<file path="src/include/lv_defs.svh">
// lv core shared numbers
// register map, widths, reset values and init timing
`ifndef LV_DEFS_SVH
`define LV_DEFS_SVH

// widths
`define LV_DW               8
`define LV_AW               7
`define LV_FRAME_BITS       16
`define LV_ST_W             3

// register addresses
`define LV_ADDR_MODE        7'h00
`define LV_ADDR_CONFIG      7'h01
`define LV_ADDR_STATUS1     7'h02
`define LV_ADDR_STATUS2     7'h03
`define LV_ADDR_STATE       7'h04

// reset values
`define LV_CONFIG_RST       8'h04   // mismatch filter 4 cycles

// cycles spent in init before wait
`define LV_INIT_CYCLES      16

`endif

</file>
<file path="src/lv_pkg.sv">
// lv core types
// operating states, sticky error register views, mode register fields
`include "lv_defs.svh"

package lv_pkg;

    // operating state codes
    typedef enum logic [`LV_ST_W-1:0] {
        INIT_ST  = 3'd0,
        WAIT_ST  = 3'd1,
        CFG_ST   = 3'd2,
        NML_ST   = 3'd3,
        FAULT_ST = 3'd4
    } ctrl_st_e;

    // sticky errors, raw byte or named flags
    typedef union packed {
        logic [`LV_DW-1:0] raw;
        struct packed {
            logic [3:0] rsvd;       // read 0
            logic       vsup_overr;
            logic       vsup_uverr;
            logic       pwm_mmerr;
            logic       spi_err;
        } flags;
    } status1_u;

    typedef struct packed {
        logic [4:0] rsvd;
        logic       reset_en;       // one-cycle strobe
        logic       cfg_en;
        logic       normal_en;
    } mode_t;

endpackage

</file>
<file path="src/lv_pin_if.sv">
// synchronized pin conditions from pin monitor to register file
`timescale 1ns/100ps

interface lv_pin_if;
    logic fsenb_n;
    logic vsup_ov;
    logic vsup_uv;      // active high here
    logic pwm_mmerr;

    modport src (output fsenb_n, vsup_ov, vsup_uv, pwm_mmerr);
    modport dst (input fsenb_n, vsup_ov, vsup_uv, pwm_mmerr);
endinterface

</file>
<file path="src/lv_reg_if.sv">
// register access bus between spi slave and register file
// single-cycle strobes, ack and read data one cycle later
`timescale 1ns/100ps
`include "lv_defs.svh"

interface lv_reg_if;
    logic              wr_req;
    logic              rd_req;
    logic [`LV_AW-1:0] addr;
    logic [`LV_DW-1:0] wdata;
    logic              ack;
    logic [`LV_DW-1:0] rdata;   // 0 on writes

    modport master (output wr_req, rd_req, addr, wdata, input ack, rdata);
    modport slave  (input wr_req, rd_req, addr, wdata, output ack, rdata);
endinterface

</file>
<file path="src/lv_core.sv">
// lv die core top
// spi slave, register file, pin monitor and state controller
`timescale 1ns/100ps
`include "lv_defs.svh"

module lv_core (
    input  logic    i_clk,
    input  logic    i_rst_n,
    input  logic    i_spi_sclk,
    input  logic    i_spi_csb,
    input  logic    i_spi_mosi,
    output logic    o_spi_miso,
    input  logic    i_io_fsenb_n,
    input  logic    i_lv_vsup_ov,
    input  logic    i_lv_vsup_uv_n,
    input  logic    i_lv_pwm_dt,
    input  logic    i_lv_gate_vs_pwm,
    output logic    o_dgt_ang_pwm_en,
    output logic    o_dgt_ang_fsc_en,
    output logic    o_intb_n
);

logic                   spi_err;
lv_pkg::mode_t          mode;
lv_pkg::status1_u       status1;
lv_pkg::ctrl_st_e       cur_st;
logic [`LV_DW/2-1:0]    vge_mon_dly;

lv_reg_if u_reg_if ();
lv_pin_if u_pin_if ();

lv_spi_slv u_spi_slv (
    .i_clk          (i_clk),
    .i_rst_n        (i_rst_n),
    .i_spi_sclk     (i_spi_sclk),
    .i_spi_csb      (i_spi_csb),
    .i_spi_mosi     (i_spi_mosi),
    .o_spi_miso     (o_spi_miso),
    .reg_bus        (u_reg_if.master),
    .o_spi_err      (spi_err)
);

lv_pin_mon u_pin_mon (
    .i_clk              (i_clk),
    .i_rst_n            (i_rst_n),
    .i_io_fsenb_n       (i_io_fsenb_n),
    .i_lv_vsup_ov       (i_lv_vsup_ov),
    .i_lv_vsup_uv_n     (i_lv_vsup_uv_n),
    .i_lv_pwm_dt        (i_lv_pwm_dt),
    .i_lv_gate_vs_pwm   (i_lv_gate_vs_pwm),
    .i_vge_mon_dly      (vge_mon_dly),
    .pins               (u_pin_if.src)
);

lv_reg_slv u_reg_slv (
    .i_clk          (i_clk),
    .i_rst_n        (i_rst_n),
    .reg_bus        (u_reg_if.slave),
    .pins           (u_pin_if.dst),
    .i_spi_err      (spi_err),
    .i_cur_st       (cur_st),
    .o_mode         (mode),
    .o_status1      (status1),
    .o_vge_mon_dly  (vge_mon_dly)
);

lv_ctrl_fsm u_ctrl_fsm (
    .i_clk          (i_clk),
    .i_rst_n        (i_rst_n),
    .i_mode         (mode),
    .i_status1      (status1),
    .o_cur_st       (cur_st),
    .o_pwm_en       (o_dgt_ang_pwm_en),
    .o_fsc_en       (o_dgt_ang_fsc_en),
    .o_intb_n       (o_intb_n)
);

endmodule

</file>
<file path="src/lv_ctrl_fsm.sv">
// lv operating state controller
// steps from init through wait to cfg or normal and drops to fault on errors
// drives pwm enable, fail-safe enable and interrupt
`timescale 1ns/100ps
`include "lv_defs.svh"

module lv_ctrl_fsm (
    input  logic                i_clk,
    input  logic                i_rst_n,
    input  lv_pkg::mode_t       i_mode,
    input  lv_pkg::status1_u    i_status1,
    output lv_pkg::ctrl_st_e    o_cur_st,
    output logic                o_pwm_en,
    output logic                o_fsc_en,
    output logic                o_intb_n
);

lv_pkg::ctrl_st_e   cur_st;
lv_pkg::ctrl_st_e   nxt_st;
logic [4:0]         init_cnt;
logic               fault;

assign fault = i_status1.flags.pwm_mmerr | i_status1.flags.vsup_uverr
             | i_status1.flags.vsup_overr;   // spi_err only raises intb

always_comb begin
    nxt_st = cur_st;
    case (cur_st)
        lv_pkg::INIT_ST:
            if (init_cnt == 5'(`LV_INIT_CYCLES - 1)) nxt_st = lv_pkg::WAIT_ST;
        lv_pkg::WAIT_ST:
            if (fault)                 nxt_st = lv_pkg::FAULT_ST;
            else if (i_mode.cfg_en)    nxt_st = lv_pkg::CFG_ST;
            else if (i_mode.normal_en) nxt_st = lv_pkg::NML_ST;
        lv_pkg::CFG_ST:
            if (fault)                 nxt_st = lv_pkg::FAULT_ST;
            else if (!i_mode.cfg_en)   nxt_st = lv_pkg::WAIT_ST;
        lv_pkg::NML_ST:
            if (fault)                 nxt_st = lv_pkg::FAULT_ST;
            else if (!i_mode.normal_en) nxt_st = lv_pkg::WAIT_ST;
        lv_pkg::FAULT_ST:
            if (i_mode.reset_en && !fault) nxt_st = lv_pkg::WAIT_ST;
        default: nxt_st = lv_pkg::INIT_ST;
    endcase
end

// ==================================================
// state and output registers
// ==================================================
always_ff @(posedge i_clk or negedge i_rst_n) begin
    if (!i_rst_n) begin
        cur_st   <= lv_pkg::INIT_ST;
        init_cnt <= '0;
        o_pwm_en <= 1'b0;
        o_fsc_en <= 1'b0;
        o_intb_n <= 1'b1;
    end else begin
        cur_st   <= nxt_st;
        if (cur_st == lv_pkg::INIT_ST)
            init_cnt <= init_cnt + 1'b1;
        o_pwm_en <= (nxt_st == lv_pkg::NML_ST);     // aligned with state
        o_fsc_en <= (nxt_st == lv_pkg::FAULT_ST);
        o_intb_n <= ~|i_status1.raw;
    end
end

assign o_cur_st = cur_st;

// pwm stops the cycle after any fault flag
a_pwm_off_on_fault: assert property (@(posedge i_clk) disable iff (!i_rst_n)
    fault |=> !o_pwm_en);

// fault state left only on a reset_en strobe
a_fault_exit: assert property (@(posedge i_clk) disable iff (!i_rst_n)
    $fell(o_fsc_en) |-> $past(i_mode.reset_en));

endmodule

</file>
<file path="src/lv_pin_mon.sv">
// lv pin monitor
// double-flop sync of supply, fail-safe and gate/pwm inputs,
// gate vs pwm mismatch filter
`timescale 1ns/100ps
`include "lv_defs.svh"

module lv_pin_mon (
    input  logic                  i_clk,
    input  logic                  i_rst_n,
    input  logic                  i_io_fsenb_n,
    input  logic                  i_lv_vsup_ov,
    input  logic                  i_lv_vsup_uv_n,
    input  logic                  i_lv_pwm_dt,
    input  logic                  i_lv_gate_vs_pwm,
    input  logic [`LV_DW/2-1:0]   i_vge_mon_dly,
    lv_pin_if.src                 pins
);

// bit order: fsenb_n, vsup_ov, vsup_uv, pwm_dt, gate_vs_pwm
logic [4:0]             sync1;
logic [4:0]             sync2;
logic                   diff;
logic [`LV_DW/2-1:0]    mm_cnt;

always_ff @(posedge i_clk or negedge i_rst_n) begin
    if (!i_rst_n) begin
        sync1 <= 5'b10000;
        sync2 <= 5'b10000;
    end else begin
        sync1 <= {i_io_fsenb_n, i_lv_vsup_ov, ~i_lv_vsup_uv_n,
                  i_lv_pwm_dt, i_lv_gate_vs_pwm};
        sync2 <= sync1;
    end
end

assign diff = sync2[1] ^ sync2[0];

// saturating run length of disagreement
always_ff @(posedge i_clk or negedge i_rst_n) begin
    if (!i_rst_n)
        mm_cnt <= '0;
    else if (!diff)
        mm_cnt <= '0;
    else if (mm_cnt != '1)
        mm_cnt <= mm_cnt + 1'b1;
end

assign pins.fsenb_n   = sync2[4];
assign pins.vsup_ov   = sync2[3];
assign pins.vsup_uv   = sync2[2];
assign pins.pwm_mmerr = diff && (mm_cnt >= i_vge_mon_dly);

endmodule

</file>
<file path="src/lv_reg_slv.sv">
// lv register file
// mode, config, sticky status1 (write 1 to clear), live status2, state
// every strobe acked one cycle later
`timescale 1ns/100ps
`include "lv_defs.svh"

module lv_reg_slv (
    input  logic                  i_clk,
    input  logic                  i_rst_n,
    lv_reg_if.slave               reg_bus,
    lv_pin_if.dst                 pins,
    input  logic                  i_spi_err,
    input  lv_pkg::ctrl_st_e      i_cur_st,
    output lv_pkg::mode_t         o_mode,
    output lv_pkg::status1_u      o_status1,
    output logic [`LV_DW/2-1:0]   o_vge_mon_dly
);

lv_pkg::mode_t      mode_q;
logic [`LV_DW-1:0]  config_q;
lv_pkg::status1_u   status1_q;
lv_pkg::status1_u   status1_set;
logic [`LV_DW-1:0]  status1_clr;
logic [`LV_DW-1:0]  rd_mux;
logic               wr_mode;
logic               wr_cfg;
logic               wr_st1;

assign wr_mode = reg_bus.wr_req && (reg_bus.addr == `LV_ADDR_MODE);
assign wr_cfg  = reg_bus.wr_req && (reg_bus.addr == `LV_ADDR_CONFIG)
                 && (i_cur_st == lv_pkg::CFG_ST);   // ignored outside cfg but still acked
assign wr_st1  = reg_bus.wr_req && (reg_bus.addr == `LV_ADDR_STATUS1);

always_comb begin
    status1_set                  = '0;
    status1_set.flags.spi_err    = i_spi_err;
    status1_set.flags.pwm_mmerr  = pins.pwm_mmerr;
    status1_set.flags.vsup_uverr = pins.vsup_uv;
    status1_set.flags.vsup_overr = pins.vsup_ov;
end

assign status1_clr = wr_st1 ? reg_bus.wdata : '0;

// ==================================================
// register storage
// ==================================================
always_ff @(posedge i_clk or negedge i_rst_n) begin
    if (!i_rst_n) begin
        mode_q    <= '0;
        config_q  <= `LV_CONFIG_RST;
        status1_q <= '0;
    end else begin
        if (wr_mode)
            mode_q <= {{(`LV_DW-3){1'b0}}, reg_bus.wdata[2:0]};
        else
            mode_q.reset_en <= 1'b0;    // self clear
        if (wr_cfg)
            config_q <= reg_bus.wdata;
        // set wins over clear while condition persists
        status1_q.raw <= (status1_q.raw & ~status1_clr) | status1_set.raw;
    end
end

always_comb begin
    case (reg_bus.addr)
        `LV_ADDR_MODE:    rd_mux = {{(`LV_DW-2){1'b0}}, mode_q.cfg_en, mode_q.normal_en};
        `LV_ADDR_CONFIG:  rd_mux = config_q;
        `LV_ADDR_STATUS1: rd_mux = status1_q.raw;
        `LV_ADDR_STATUS2: rd_mux = {{(`LV_DW-3){1'b0}}, pins.vsup_uv, pins.vsup_ov,
                                    pins.fsenb_n};
        `LV_ADDR_STATE:   rd_mux = {{(`LV_DW-`LV_ST_W){1'b0}}, i_cur_st};
        default:          rd_mux = '0;
    endcase
end

always_ff @(posedge i_clk or negedge i_rst_n) begin
    if (!i_rst_n) begin
        reg_bus.ack   <= 1'b0;
        reg_bus.rdata <= '0;
    end else begin
        reg_bus.ack   <= reg_bus.wr_req | reg_bus.rd_req;
        reg_bus.rdata <= reg_bus.rd_req ? rd_mux : '0;
    end
end

assign o_mode        = mode_q;
assign o_status1     = status1_q;
assign o_vge_mon_dly = config_q[`LV_DW/2-1:0];

// ack is a one-cycle pulse
a_ack_pulse: assert property (@(posedge i_clk) disable iff (!i_rst_n)
    reg_bus.ack |=> !reg_bus.ack);

endmodule

</file>
<file path="src/lv_spi_slv.sv">
// lv spi slave
// oversampled mode-0 spi, 16-bit frames: wr flag, 7-bit addr, 8-bit data
// issues register strobes and shifts read data out on miso
`timescale 1ns/100ps
`include "lv_defs.svh"

module lv_spi_slv (
    input  logic    i_clk,
    input  logic    i_rst_n,
    input  logic    i_spi_sclk,
    input  logic    i_spi_csb,
    input  logic    i_spi_mosi,
    output logic    o_spi_miso,
    lv_reg_if.master reg_bus,
    output logic    o_spi_err
);

logic [2:0]                 sclk_sr;
logic [2:0]                 csb_sr;
logic [1:0]                 mosi_sr;
logic                       sclk_rise;
logic                       sclk_fall;
logic                       csb_rise;
logic                       frame_act;
logic                       rise_q;
logic [4:0]                 bit_cnt;
logic [`LV_FRAME_BITS-1:0]  shift_in;
logic [`LV_DW-1:0]          tx_sr;

// ==================================================
// pin sync and edge detect
// ==================================================
always_ff @(posedge i_clk or negedge i_rst_n) begin
    if (!i_rst_n) begin
        sclk_sr <= 3'b000;
        csb_sr  <= 3'b111;  // idle high
        mosi_sr <= 2'b00;
    end else begin
        sclk_sr <= {sclk_sr[1:0], i_spi_sclk};
        csb_sr  <= {csb_sr[1:0], i_spi_csb};
        mosi_sr <= {mosi_sr[0], i_spi_mosi};
    end
end

assign frame_act = ~csb_sr[1];
assign sclk_rise = sclk_sr[1] & ~sclk_sr[2] & frame_act;
assign sclk_fall = ~sclk_sr[1] & sclk_sr[2] & frame_act;
assign csb_rise  = csb_sr[1] & ~csb_sr[2];

// ==================================================
// bit counting and command framing
// ==================================================
always_ff @(posedge i_clk or negedge i_rst_n) begin
    if (!i_rst_n) begin
        bit_cnt <= '0;
        rise_q  <= 1'b0;
    end else begin
        rise_q <= sclk_rise;
        if (!frame_act)
            bit_cnt <= '0;  // still valid in csb-rise cycle
        else if (sclk_rise && bit_cnt != 5'h1f)
            bit_cnt <= bit_cnt + 1'b1;
    end
end

always_ff @(posedge i_clk) begin
    if (sclk_rise)
        shift_in <= {shift_in[`LV_FRAME_BITS-2:0], mosi_sr[1]};
end

// strobes, addr and wdata held until the next access
always_ff @(posedge i_clk or negedge i_rst_n) begin
    if (!i_rst_n) begin
        reg_bus.rd_req <= 1'b0;
        reg_bus.wr_req <= 1'b0;
        o_spi_err      <= 1'b0;
    end else begin
        // read: byte 8 done, wr flag clear
        reg_bus.rd_req <= rise_q && frame_act && (bit_cnt == 5'(`LV_FRAME_BITS / 2))
                          && !shift_in[`LV_DW-1];
        reg_bus.wr_req <= csb_rise && (bit_cnt == 5'(`LV_FRAME_BITS))
                          && shift_in[`LV_FRAME_BITS-1];
        o_spi_err      <= csb_rise && (bit_cnt != 5'(`LV_FRAME_BITS));
    end
end

always_ff @(posedge i_clk) begin
    if (rise_q && bit_cnt == 5'(`LV_FRAME_BITS / 2))
        reg_bus.addr <= shift_in[`LV_AW-1:0];
    else if (csb_rise) begin
        reg_bus.addr  <= shift_in[`LV_FRAME_BITS-2 -: `LV_AW];
        reg_bus.wdata <= shift_in[`LV_DW-1:0];
    end
end

// ==================================================
// miso, msb first from the eighth fall
// ==================================================
always_ff @(posedge i_clk) begin
    if (!frame_act)
        tx_sr <= '0;
    else if (reg_bus.ack)
        tx_sr <= reg_bus.rdata;
    else if (sclk_fall && bit_cnt >= 5'(`LV_FRAME_BITS / 2))
        tx_sr <= {tx_sr[`LV_DW-2:0], 1'b0};
end

always_ff @(posedge i_clk or negedge i_rst_n) begin
    if (!i_rst_n)
        o_spi_miso <= 1'b0;
    else if (!frame_act)
        o_spi_miso <= 1'b0;
    else if (sclk_fall && bit_cnt >= 5'(`LV_FRAME_BITS / 2))
        o_spi_miso <= tx_sr[`LV_DW-1];
end

endmodule

</file>
<file path="config.mk">
export PLATFORM = sky130hd
export DESIGN_NAME = lv_core
export DESIGN_NICKNAME = d
export VERILOG_FILES = /design/src/lv_pkg.sv /design/src/lv_pin_if.sv /design/src/lv_reg_if.sv /design/src/lv_core.sv /design/src/lv_ctrl_fsm.sv /design/src/lv_pin_mon.sv /design/src/lv_reg_slv.sv /design/src/lv_spi_slv.sv
export VERILOG_INCLUDE_DIRS = /design/src /design/src/include
export SDC_FILE = /design/constraint.sdc
export NUM_CORES = 1
export LEC_CHECK = 0
export ABC_CLOCK_PERIOD_IN_PS = 5000
export BUFFER_PORTS_ARGS = -buffer_cell sky130_fd_sc_hd__clkbuf_2
export CAP_MARGIN = 20
export CORE_UTILIZATION = 45
export DETAILED_ROUTE_END_ITERATION = 16
export GPL_ROUTABILITY_DRIVEN = 0
export RECOVER_POWER = 50
export SLEW_MARGIN = 30
export SYNTH_ARGS = -nofsm -noshare
export SYNTH_HDL_FRONTEND = slang
export SYNTH_SLANG_ARGS = --single-unit
</file>
<file path="constraint.sdc">
create_clock -name i_clk -period 5 [get_ports i_clk]
set_input_delay 0.75 -clock i_clk [delete_from_list [all_inputs] [get_ports i_clk]]
set_output_delay 0.75 -clock i_clk [all_outputs]
set_load 0.05 [all_outputs]
</file>
After elaboration in Yosys (flattened, before gate mapping)
Index checks and enable logic that the tools add are counted.
{ "word_totals": {"inputBits": 10, "register_bits": 110, "wordCells": 118, "out_inout_bits": 4} }
{ "classes": {"n_eq_ne": 17, "n_bitwise": 18, "n_lt_le_gt_ge": 2, "mux": 24, "reduce_logical": 26, "addsub": 3} }
{ "ops": {"columns": ["operator", "count"], "rows": [
  ["one-hot mux 8 bit (5 select lines)", 1],
  ["two-way mux 8 bit", 4],
  ["two-way mux 3 bit", 9],
  ["logical AND 1 bit", 15],
  ["one-hot mux 3 bit (5 select lines)", 1],
  ["== test 7 x 2 -> 1 bit, second input constant", 2],
  ["two-way mux 7 bit", 2],
  ["adder 5 x 1 -> 5 bit, second input constant", 2],
  ["== test 5 x 4 -> 1 bit, second input constant", 2],
  ["two-way mux 5 bit", 2],
  ["inequality test 5 bit, second input constant", 2],
  ["== test 3 x 2 -> 1 bit, second input constant", 3],
  ["AND 8 bit", 1],
  ["two-way mux 4 bit", 2],
  ["inverter 8 bit", 1],
  ["OR 8 x 4 -> 8 bit", 1],
  ["nonzero test 2 bit", 4],
  ["OR reduction 8 bit", 1],
  ["== test 7 x 1 -> 1 bit, second input constant", 1],
  ["== test 7 x 3 -> 1 bit, second input constant", 1],
  ["logical NOT 7 bit", 1],
  ["== test 3 bit, second input constant", 2],
  ["inverter 1 bit", 6],
  ["AND 1 bit", 5],
  ["other kinds (13)", 19]
]} }

Longest topological paths before layout
Gate-level depths: netlist of run 1.
{ "depth": {"word_depth": 7, "depth_mapped": 7, "depth_no_buf": 7} }

Modules after synthesis
From an unflattened synthesis of run 1, not the netlist that was laid out.
{ "hier_totals": {"hier_cells": 338, "area_unflattened_um2": 4489.3} }
{ "modules_own_cells": {"columns": ["module", "seq_area_each_um2", "instances", "area_per_inst_um2", "cells_per_inst"], "rows": [
  ["lv_spi_slv", 1545.2, 1, 2133.3, 140],
  ["lv_reg_slv", 701.9, 1, 1293.7, 105],
  ["lv_pin_mon", 352.8, 1, 551.8, 44],
  ["lv_ctrl_fsm", 276.5, 1, 510.5, 49]
]} }

Worst setup path after synthesis of run 1
No wires, ideal clock.
{ "synth_path": {"kind": "register to register", "from": "register u_spi_slv.csb_sr[1]", "to": "register u_spi_slv.shift_in[0] (enable)", "stages_incl_launch_ff": 3, "arrival_time_ps": 1740, "slack_ps": 2849, "path_buffers": 1, "setup_ps": 411, "required_ps": 4589, "period_less_slack_ps": 2151, "cell_sequence": "dfstp_2 -> buf_2 -> nor3_1"} }
{ "synth_via": {"elab_chain_len": 2} }
{ "synth_lines": {"columns": ["element", "line_no", "rtl"], "rows": [
  ["start: declaration", "lv_spi_slv.sv:19", "logic [2:0] csb_sr;"],
  ["start signal: assignment", "lv_spi_slv.sv:40", "csb_sr <= {csb_sr[1:0], i_spi_csb};"],
  ["inverter 1 bit", "lv_spi_slv.sv:45", "assign frame_act = ~csb_sr[1];"],
  ["AND 1 bit", "lv_spi_slv.sv:46", "assign sclk_rise = sclk_sr[1] & ~sclk_sr[2] & frame_act;"],
  ["net u_spi_slv.sclk_rise", "lv_spi_slv.sv:21", "logic sclk_rise;"],
  ["end signal: assignment", "lv_spi_slv.sv:68", "shift_in <= {shift_in[`LV_FRAME_BITS-2:0], mosi_sr[1]};"],
  ["end: declaration", "lv_spi_slv.sv:27", "logic [`LV_FRAME_BITS-1:0] shift_in;"]
]} }
The timed path passes the listed nets, and every way through them passes these cells.
A chain may end at the register's enable or synchronous reset.

==> results of run 1 <==
## sequential cells by signal (all words and copies together) (netlist names), 2 cells and up
signal and cells:
u_spi_slv.tx_sr 8, u_pin_mon.sync1 5, u_reg_slv.reg_bus.rdata 8, u_reg_slv.o_mode 3
u_spi_slv.mosi_sr 2, u_spi_slv.shift_in 16, u_pin_mon.sync2 5, u_ctrl_fsm.o_cur_st 3
u_spi_slv.csb_sr 3, u_reg_slv.config_q 8, u_reg_slv.o_status1 8, u_spi_slv.reg_bus.wdata 8
u_spi_slv.bit_cnt 5, u_spi_slv.reg_bus.addr 7, u_spi_slv.sclk_sr 3, u_ctrl_fsm.init_cnt 5
u_pin_mon.mm_cnt 4
## how the worst max path moves through the flow
stage,depth (start not counted),slack (ns),startpoint,end
after floorplan,2,2.85,u_spi_slv.csb_sr[1],u_spi_slv.shift_in[0]
after global placement,2,3.05,u_spi_slv.csb_sr[1],u_spi_slv.reg_bus.wdata[2]
after CTS,7,3.03,u_spi_slv.bit_cnt[0],u_spi_slv.bit_cnt[3]
after global routing,2,2.24,i_rst_n,u_reg_slv.config_q[2]
final,2,2.69,i_rst_n,u_ctrl_fsm.o_intb_n
after detailed placement,2,3.05,u_spi_slv.csb_sr[1],u_spi_slv.reg_bus.wdata[2]
## power by group through the flow
stage / sequential [mW] / clock [mW] / combinational [mW]
final: 0.965 / 0.584 / 0.0522
after global routing: 0.968 / 0.641 / 0.0626
after CTS: 0.965 / 0.606 / 0.0548
after detailed placement: 0.984 / 0 / 0.0547
after global placement: 0.983 / 0 / 0.0530
after floorplan: 0.974 / 0 / 0.0350
## synthesized netlist by cell type, types with 3 or more instances
library cell / count / area share
a211oi_1: 8 / 0.014
a21boi_0: 4 / 0.0070
a21o_1: 3 / 0.0052
a21oi_1: 6 / 0.0070
a22oi_1: 8 / 0.014
buf_2: 3 / 0.0035
clkbuf_1: 8 / 0.0070
dfrtp_1: 64 / 0.37
dfstp_2: 7 / 0.043
dfxtp_1: 8 / 0.037
edfxtp_1: 31 / 0.22
ha_1: 10 / 0.029
inv_1: 12 / 0.010
mux2_2: 17 / 0.044
mux2i_1: 12 / 0.028
nand2_1: 19 / 0.017
nand2b_1: 3 / 0.0044
nand3_1: 7 / 0.0081
nand3b_1: 3 / 0.0052
nor2_1: 29 / 0.025
nor3_1: 7 / 0.0081
o21ai_0: 5 / 0.0058
o31ai_1: 3 / 0.0052
xnor2_1: 4 / 0.0081
xor2_1: 4 / 0.0081
## cell type report
class / count / share of cell area
Tap cell: 129 / 0.0341
Inverter: 12 / 0.00950
Clock inverter: 7 / 0.0227
Sequential cell: 110 / 0.607
Multi-Input combinational cell: 184 / 0.283
Timing Repair Buffer: 17 / 0.0180
Clock buffer: 9 / 0.0261
## metrics by stage
stage,instance area [um2],hold WS [ns]
after floorplan,4310,0.331
after global placement,4510,0.332
after detailed placement,4520,0.337
after CTS,4750,0.355
after global routing,4740,0.366
final,4740,0.355
## kinds of logic after synthesis
kind of cell | after synthesis | synth area share
AOI/OAI and AO/OA | 47 | 0.0760
xor gates and xnor gates | 8 | 0.0162
adders and majority gates | 11 | 0.0313
buffers and inverters | 23 | 0.0209
DFF | 110 | 0.667
muxes | 29 | 0.0723
and+or+nand+nor | 89 | 0.116
## metal layers
metal  global-route usage  up-vias  part of all wire
met5                    0        -                 0
met2                0.239       19              0.45
li1                     -     1167                 -
met4               0.0407        0             0.010
met1                0.219     1165              0.51
met3               0.0446        8             0.027
==> summary.md, run 1 <==
| Metric | Value |
|---|---|
| Status | finished with violations |
| Failing checks | capacitance limit, slew limit |
| Hold Fails Final Rpt | 0 |
| NetSw | about 0.38 mW |
| Pleak | approximately 2.0 nW |
| Synth Register Bits | 110 |
| Clock sinks | 110 |
| Worst path buffer plus inverter count | 2 |
| DRT Pass-1 Iters | 4 |
| Switching Share | 0.238 |
| Hold Path End | u_pin_mon.sync2[0] |
| Max clock buf depth | 2 |
| Post-Route WL | just under 7000 um |
| Synthesized Nets | 337 |
| Crit. End Element | asynchronous set/reset pin |
| Die Ht | approximately 100 um |
| Post-route antenna net violation count | 0 |
| TritonCTS clock tree | yes |
| Antenna diodes | 0 |
| Global Route Usage Sum | 0.156 |
| GRT Residual Overflow | 0 |
| Min-Delay Path Class | reg -> reg |
| Nets | 354 |
| Ports | 14 |
| Worst-Skew Late Latency | between 0.3 and 0.4 ns |
| First-pass GRT wire length | 11,800 um |
| Die Width | approximately 100 um |
| Placed cells | roughly 450 |
| DR iter-0 viols | between 90 and 100 |
| Post-route DRC | 0 |
| Commonest non-fill, non-tap cell in the layout | dfrtp_1 |
| Most frequent cells in the layout | 64 x dfrtp_1, 31 x edfxtp_1, 29 x nor2_1, 19 x nand2_1, 17 x mux2_2 |
| Vias in the first global route | between 2,000 and 2,500 |
| Clock-pin slew on the worst setup and hold paths | 0.11 ns |
| Worst Path Max Fanout | 37 |
| Post-synth EDFFs | 31 |
| Total power | roughly 1.6 mW |
| Clock Skews | roughly 0.010 ns |
| Die ar. | approximately 10000 um2 |
| Post CTS Setup Buffer Count | 0 |
| Port Buffers | 13 |
| HPWL after DPL | approximately 4800 um |
| FFs w/ async S/R, synth | 0.645 |
| Min-delay src | u_pin_mon.sync1[0] |
| Max_cap viols | 1 |
| Root buf cell | clkbuf_8 |
| Fill cells | 789 |
| Setup slack after layout | roughly 2.7 ns |
| RSZ-0062 raised after global routing | no |
| Crit path arrival time | ~2.8 ns |
| Setup TNS | 0 ns |
| Post-synth top flop | dfrtp_1 |
| Reg2Reg Launch Point | u_spi_slv.csb_sr[1] |
| Register area | 2880 um2 |
| Initial antenna violation count | 0 |
| CTS Buf Count | 9 |
| PostCTS Resize Cnt | 0 |
| Int Pwr | 1.22 mW |
| Fin util | 0.513 |
| Multi-input gate area | 1340 um2 |
| CP cell instances | clkbuf_1 -> buf_4 |
| Number of cell rows | 35 |
| PD cells | 338 nW/um2 |
| Fin cells | approximately 470 |
| Delay-heaviest family, CP | buffers and inverters |
| Final Setup Violations | 0 |
| Worst path required time | about 5.5 ns |
| Worst R2R End | u_spi_slv.reg_bus.wdata[4] |
| H-tree depth | 3 |
| Min Clock Period, post-route | 2.31 ns |
| Area Growth Syn to Fin | 9.92% |
| Largest net degree at the start of global routing | 38 |
| Via density | approximately 5 |
| Max-slew violation count | 38 |
| Core footprint | 9240 um2 |
| Via count | approximately 2,400 |
| VDD IR max | roughly 190 uV |
| Max Clk Rate | about 430 MHz |
| Distinct cells, synth | 50 |
| Mapped Cells | about 320 |
| Worst setup SP type | primary input |
| Post-CTS Hold Buffers | 0 |
| Yosys warnings | 0 |
| Sequential element share of the synthesized area | 0.667 |
| Rel. slew slack | -0.324 |
| Final period util | 0.461 |
| Avg Inst Size Synth | 13.6 um2 |
| Worst hold stages | 0 |
| Mapped Area | roughly 4300 um2 |
| Share of cells above drive strength 1 | 0.177 |
| Starting Density | 0.467 |
| Worst Tran Pin Value | between 1.5 and 2 ns |
| Crit-path slowest cell | clkbuf_1 |
| FF-to-FF setup slack | roughly 2.8 ns |
| DP Worst Slack | 3.05 ns |
| Setup CP Type | in -> async |
| R2R cell count | 2 |
| Seq pwr share | 0.603 |
| WL per Instance | about 15 um |
| Comb power frac | 0.033 |
| Slowest cell delay on critical path | between 1 and 1.5 ns |
| Clk pwr share | 0.365 |
Note: power is estimated with default switching activity, not from simulation.
==> run 2, diff against run 1 <==
ABC_AREA = 1   (was not set)
ABC_CLOCK_PERIOD_IN_PS = 2400   (was 5000)
clock period = 2.4 ns   (was 5 ns; I/O delays follow)
==> run 2 against run 1 <==
Effect of this change:
- the run still ends with capacitance limit, slew limit left
- combinational power up 120%
- clock power up 85%
- synthesized cell count up 40%
- via count up 24%
- sequential share of layout area down 2.7 points
- cell area up 4.6%
- non-clock buffer count down 2
- hold slack worse by 0.30 ns
- register-to-register slack worse by 2.2 ns
- power up 100%
- clock-buffer cell count unchanged
- wire length up 11%
- largest cell class unchanged
==> summary.md, run 2 <==
| Metric | Value |
|---|---|
| Status | finished with violations |
| Failing checks | capacitance limit, slew limit |
| Post-synth top flop | dfrtp_1 |
| Most frequent cells in the layout | 106 x nand2_1, 64 x dfrtp_1, 50 x inv_1, 41 x nand3_1, 33 x nor2_1 |
| Pleak | 2.28 nW (+12%) |
| Max Clk Rate | ~570 MHz |
| Met1 wire length | 3860 um (+8.8%) |
| RSZ-0062 raised after global routing | no |
| PostCTS Resize Cnt | 0 (unchanged) |
| Vias in the first global route | 2,691 (+15%) |
| WHS | 0.0505 ns (-0.305 ns) |
| Die ar. | 10,500 um2 (+5.4%) |
| Register area | 2880 um2 (unchanged) |
| TritonCTS clock tree | yes |
| Crit-path slowest cell | dfstp_2 |
| Most frequent cell after synthesis | nand2_1 |
| Share of cells above drive strength 1 | 0.147 (-0.0302) |
| Core footprint | 9770 um2 (+5.8%) |
| Largest net degree at the start of global routing | 72 (+89%) |
| Setup TNS | 0 ns (unchanged) |
| CP startpoint | u_spi_slv.csb_sr[1] |
| Stages on worst setup path | 4 (+2) |
| CP cell instances | inv_1 -> or2_2 -> nor2_1 -> buf_4 |
| Area Growth Syn to Fin | 8.97% |
| Via count | 2,925 (+24%) |
| Worst path required time | 2.49 ns (-2.99 ns) |
| Highest metal used | met4 |
| Slowest cell delay on critical path | 0.68 ns (-0.71 ns) |
| HPWL after DPL | 5610 um (+17%) |
| Starting Density | 0.465 (-0.00118) |
| Synth top cells by count | 106 x nand2_1, 64 x dfrtp_1, 50 x inv_1, 41 x nand3_1, 33 x nor2_1 |
| Hold Fails Final Rpt | 0 (unchanged) |
| R2R cell count | 4 (+2) |
| Fin cells | 603 (+29%) |
| CTS Buf Count | 9 (unchanged) |
| Final period util | 0.736 |
| Synth area leader | dfrtp_1 |
| Crit path arrival time | 1.86 ns (-0.93 ns) |
| Worst Setup EP | u_spi_slv.reg_bus.wdata[0] |
| Worst Tran Pin Value | 1.69 ns (-0.298 ns) |
| Synth area leaders | dfrtp_1 35%, edfxtp_1 20%, nand2_1 8.7% |
| Worst path buffer plus inverter count | 2 (unchanged) |
| Number of cell rows | 36 (+2.9%) |
| Initial antenna violation count | 0 (unchanged) |
| Final Setup Violations | 0 (unchanged) |
| Post-synth EDFFs | 31 (unchanged) |
| Die Ht | 103 um (+2.7%) |
| Via density | 4.85 (-3.8%) |
| Met3 wire length | 268 um (+43%) |
| Post-route DRC | 0 (unchanged) |
| Worst setup SP type | register |
| First-pass GRT wire length | 12,900 um (+9.3%) |
| Largest register by flop count | u_spi_slv.shift_in |
| Setup slack after layout | 0.634 ns (-2.06 ns) |
| Mapped Area | 4550 um2 (+5.5%) |
| Antenna diodes | 0 (unchanged) |
| Port Buffers | 13 (unchanged) |
| Post-route antenna net violation count | 0 (unchanged) |
| Sequential element share of the synthesized area | 0.632 (-0.0349) |
| Worst R2R End | u_spi_slv.reg_bus.wdata[0] |
| GRT Residual Overflow | 0 (unchanged) |
| Global Route Usage Sum | 0.164 (+0.00795) |
| Die Width | 103 um (+2.7%) |
| H-tree depth | 3 (unchanged) |
| Post CTS Setup Buffer Count | 0 (unchanged) |
| DRT Pass-1 Iters | 5 (+1) |
| Synthesized Nets | 464 (+38%) |
| PD cells | 645 nW/um2 (+91%) |
| Placed cells | 587 (+30%) |
| Setup CP Type | reg -> reg |
| Post-Route WL | 7700 um (+11%) |
| Root buf cell | clkbuf_8 |
| DR WL met2 | 3430 um (+10%) |
| FFs w/ async S/R, synth | 0.645 (unchanged) |
| Clock-pin slew on the worst setup and hold paths | 0.11 ns (about the same) |
| Min-Delay Path Class | in -> reg |
| Delay-heaviest family, CP | flip-flops |
| Ports | 14 (unchanged) |
| Synth Register Bits | 110 (unchanged) |
| Multi-input gate area | 1410 um2 (+5.5%) |
| FF-to-FF setup slack | 0.63 ns (-2.17 ns) |
| WL per Instance | 12.8 um (-13%) |
| Post-CTS Hold Buffers | 0 (unchanged) |
| Worst-Skew Late Latency | 0.37 ns (about the same) |
| Distinct cells, synth | 41 (-18%) |
| Rel. slew slack | -0.125 (+0.199) |
| VDD IR max | 380 uV (+100%) |
| Clock Skews | 0.0116 ns (+0.00148 ns) |
| Reg2Reg Launch Point | u_spi_slv.csb_sr[1] |
| Fill cells | 879 (+11%) |
| Clock sinks | 110 (unchanged) |
| Placed cell areas | 4760 um2 (+5.2%) |
| Max clock buf depth | 2 (unchanged) |
| Avg Inst Size Synth | 10.2 um2 (-25%) |
| Post-synth top area share | 0.352 (-0.0194) |
| Max-slew violation count | 72 (+89%) |
| Min Clock Period, post-route | around 1.8 ns |
| Max_cap viols | 1 (unchanged) |
| Max reg flops | 16 (unchanged) |
| Nets | 485 (+37%) |
| Mapped Cells | 444 (+40%) |
| DP Worst Slack | 0.639 ns (-2.41 ns) |
| Fin util | 0.507 (-0.00576) |
| DR iter-0 viols | 127 (+30%) |
| Worst Path Max Fanout | 11 (-70%) |
| Total power | 3.20 mW (+100%) |
| Crit. End Element | register |
| Yosys warnings | 0 (unchanged) |
| Commonest non-fill, non-tap cell in the layout | nand2_1 |
| Final Cell Area | 4960 um2 (+4.6%) |
[run 2: per-layer routing]
layer / vias up / GRT usage
li1: 1481 / -
met3: 10 / 0.0366
met5: - / 0
met1: 1385 / 0.232
met4: 0 / 0.0681
met2: 49 / 0.245
[run 2: power by group]
group / total, mW / internal (mW) / switching, mW
Sequential: 2.00 / 1.97 / 0.0309
Combinational: 0.116 / 0.0379 / 0.0782
Clock: 1.08 / 0.413 / 0.669
Total: 3.20 / 2.42 / 0.778
[run 2: area by class of cell]
class                      count  share of cell area
clock buffer                   9              0.0250
clock inverter                 7              0.0156
inverter                      57              0.0442
multi-input combinational    272               0.285
sequential                   110               0.580
tap                          133              0.0336
timing repair buffer          15              0.0162
[run 2: cells by family (layout without fill, tap and decap cells)]
group | Yosys count | count (layout) | synth area share
multiplexers | 2 | 2 | 0.00468
adder cells (fa/ha/maj) | 10 | 10 | 0.0275
AND/OR/NAND/NOR | 208 | 208 | 0.207
buffers and inverters | 62 | 88 | 0.0569
XOR/XNOR | 5 | 5 | 0.00963
flip-flops | 110 | 110 | 0.632
AO/OA/AOI/OAI | 47 | 47 | 0.0622
[run 2: worst min path at each step]
stage / startpoint / end / depth (start not counted)
floorplan: i_rst_n / u_ctrl_fsm.init_cnt[0] / 0
finish: i_io_fsenb_n / u_pin_mon.sync1[4] / 1
CTS: i_io_fsenb_n / u_pin_mon.sync1[4] / 1
global placement: u_spi_slv.sclk_sr[0] / u_spi_slv.sclk_sr[1] / 0
global route: i_io_fsenb_n / u_pin_mon.sync1[4] / 1
detailed placement: u_pin_mon.sync1[3] / u_pin_mon.sync2[3] / 0
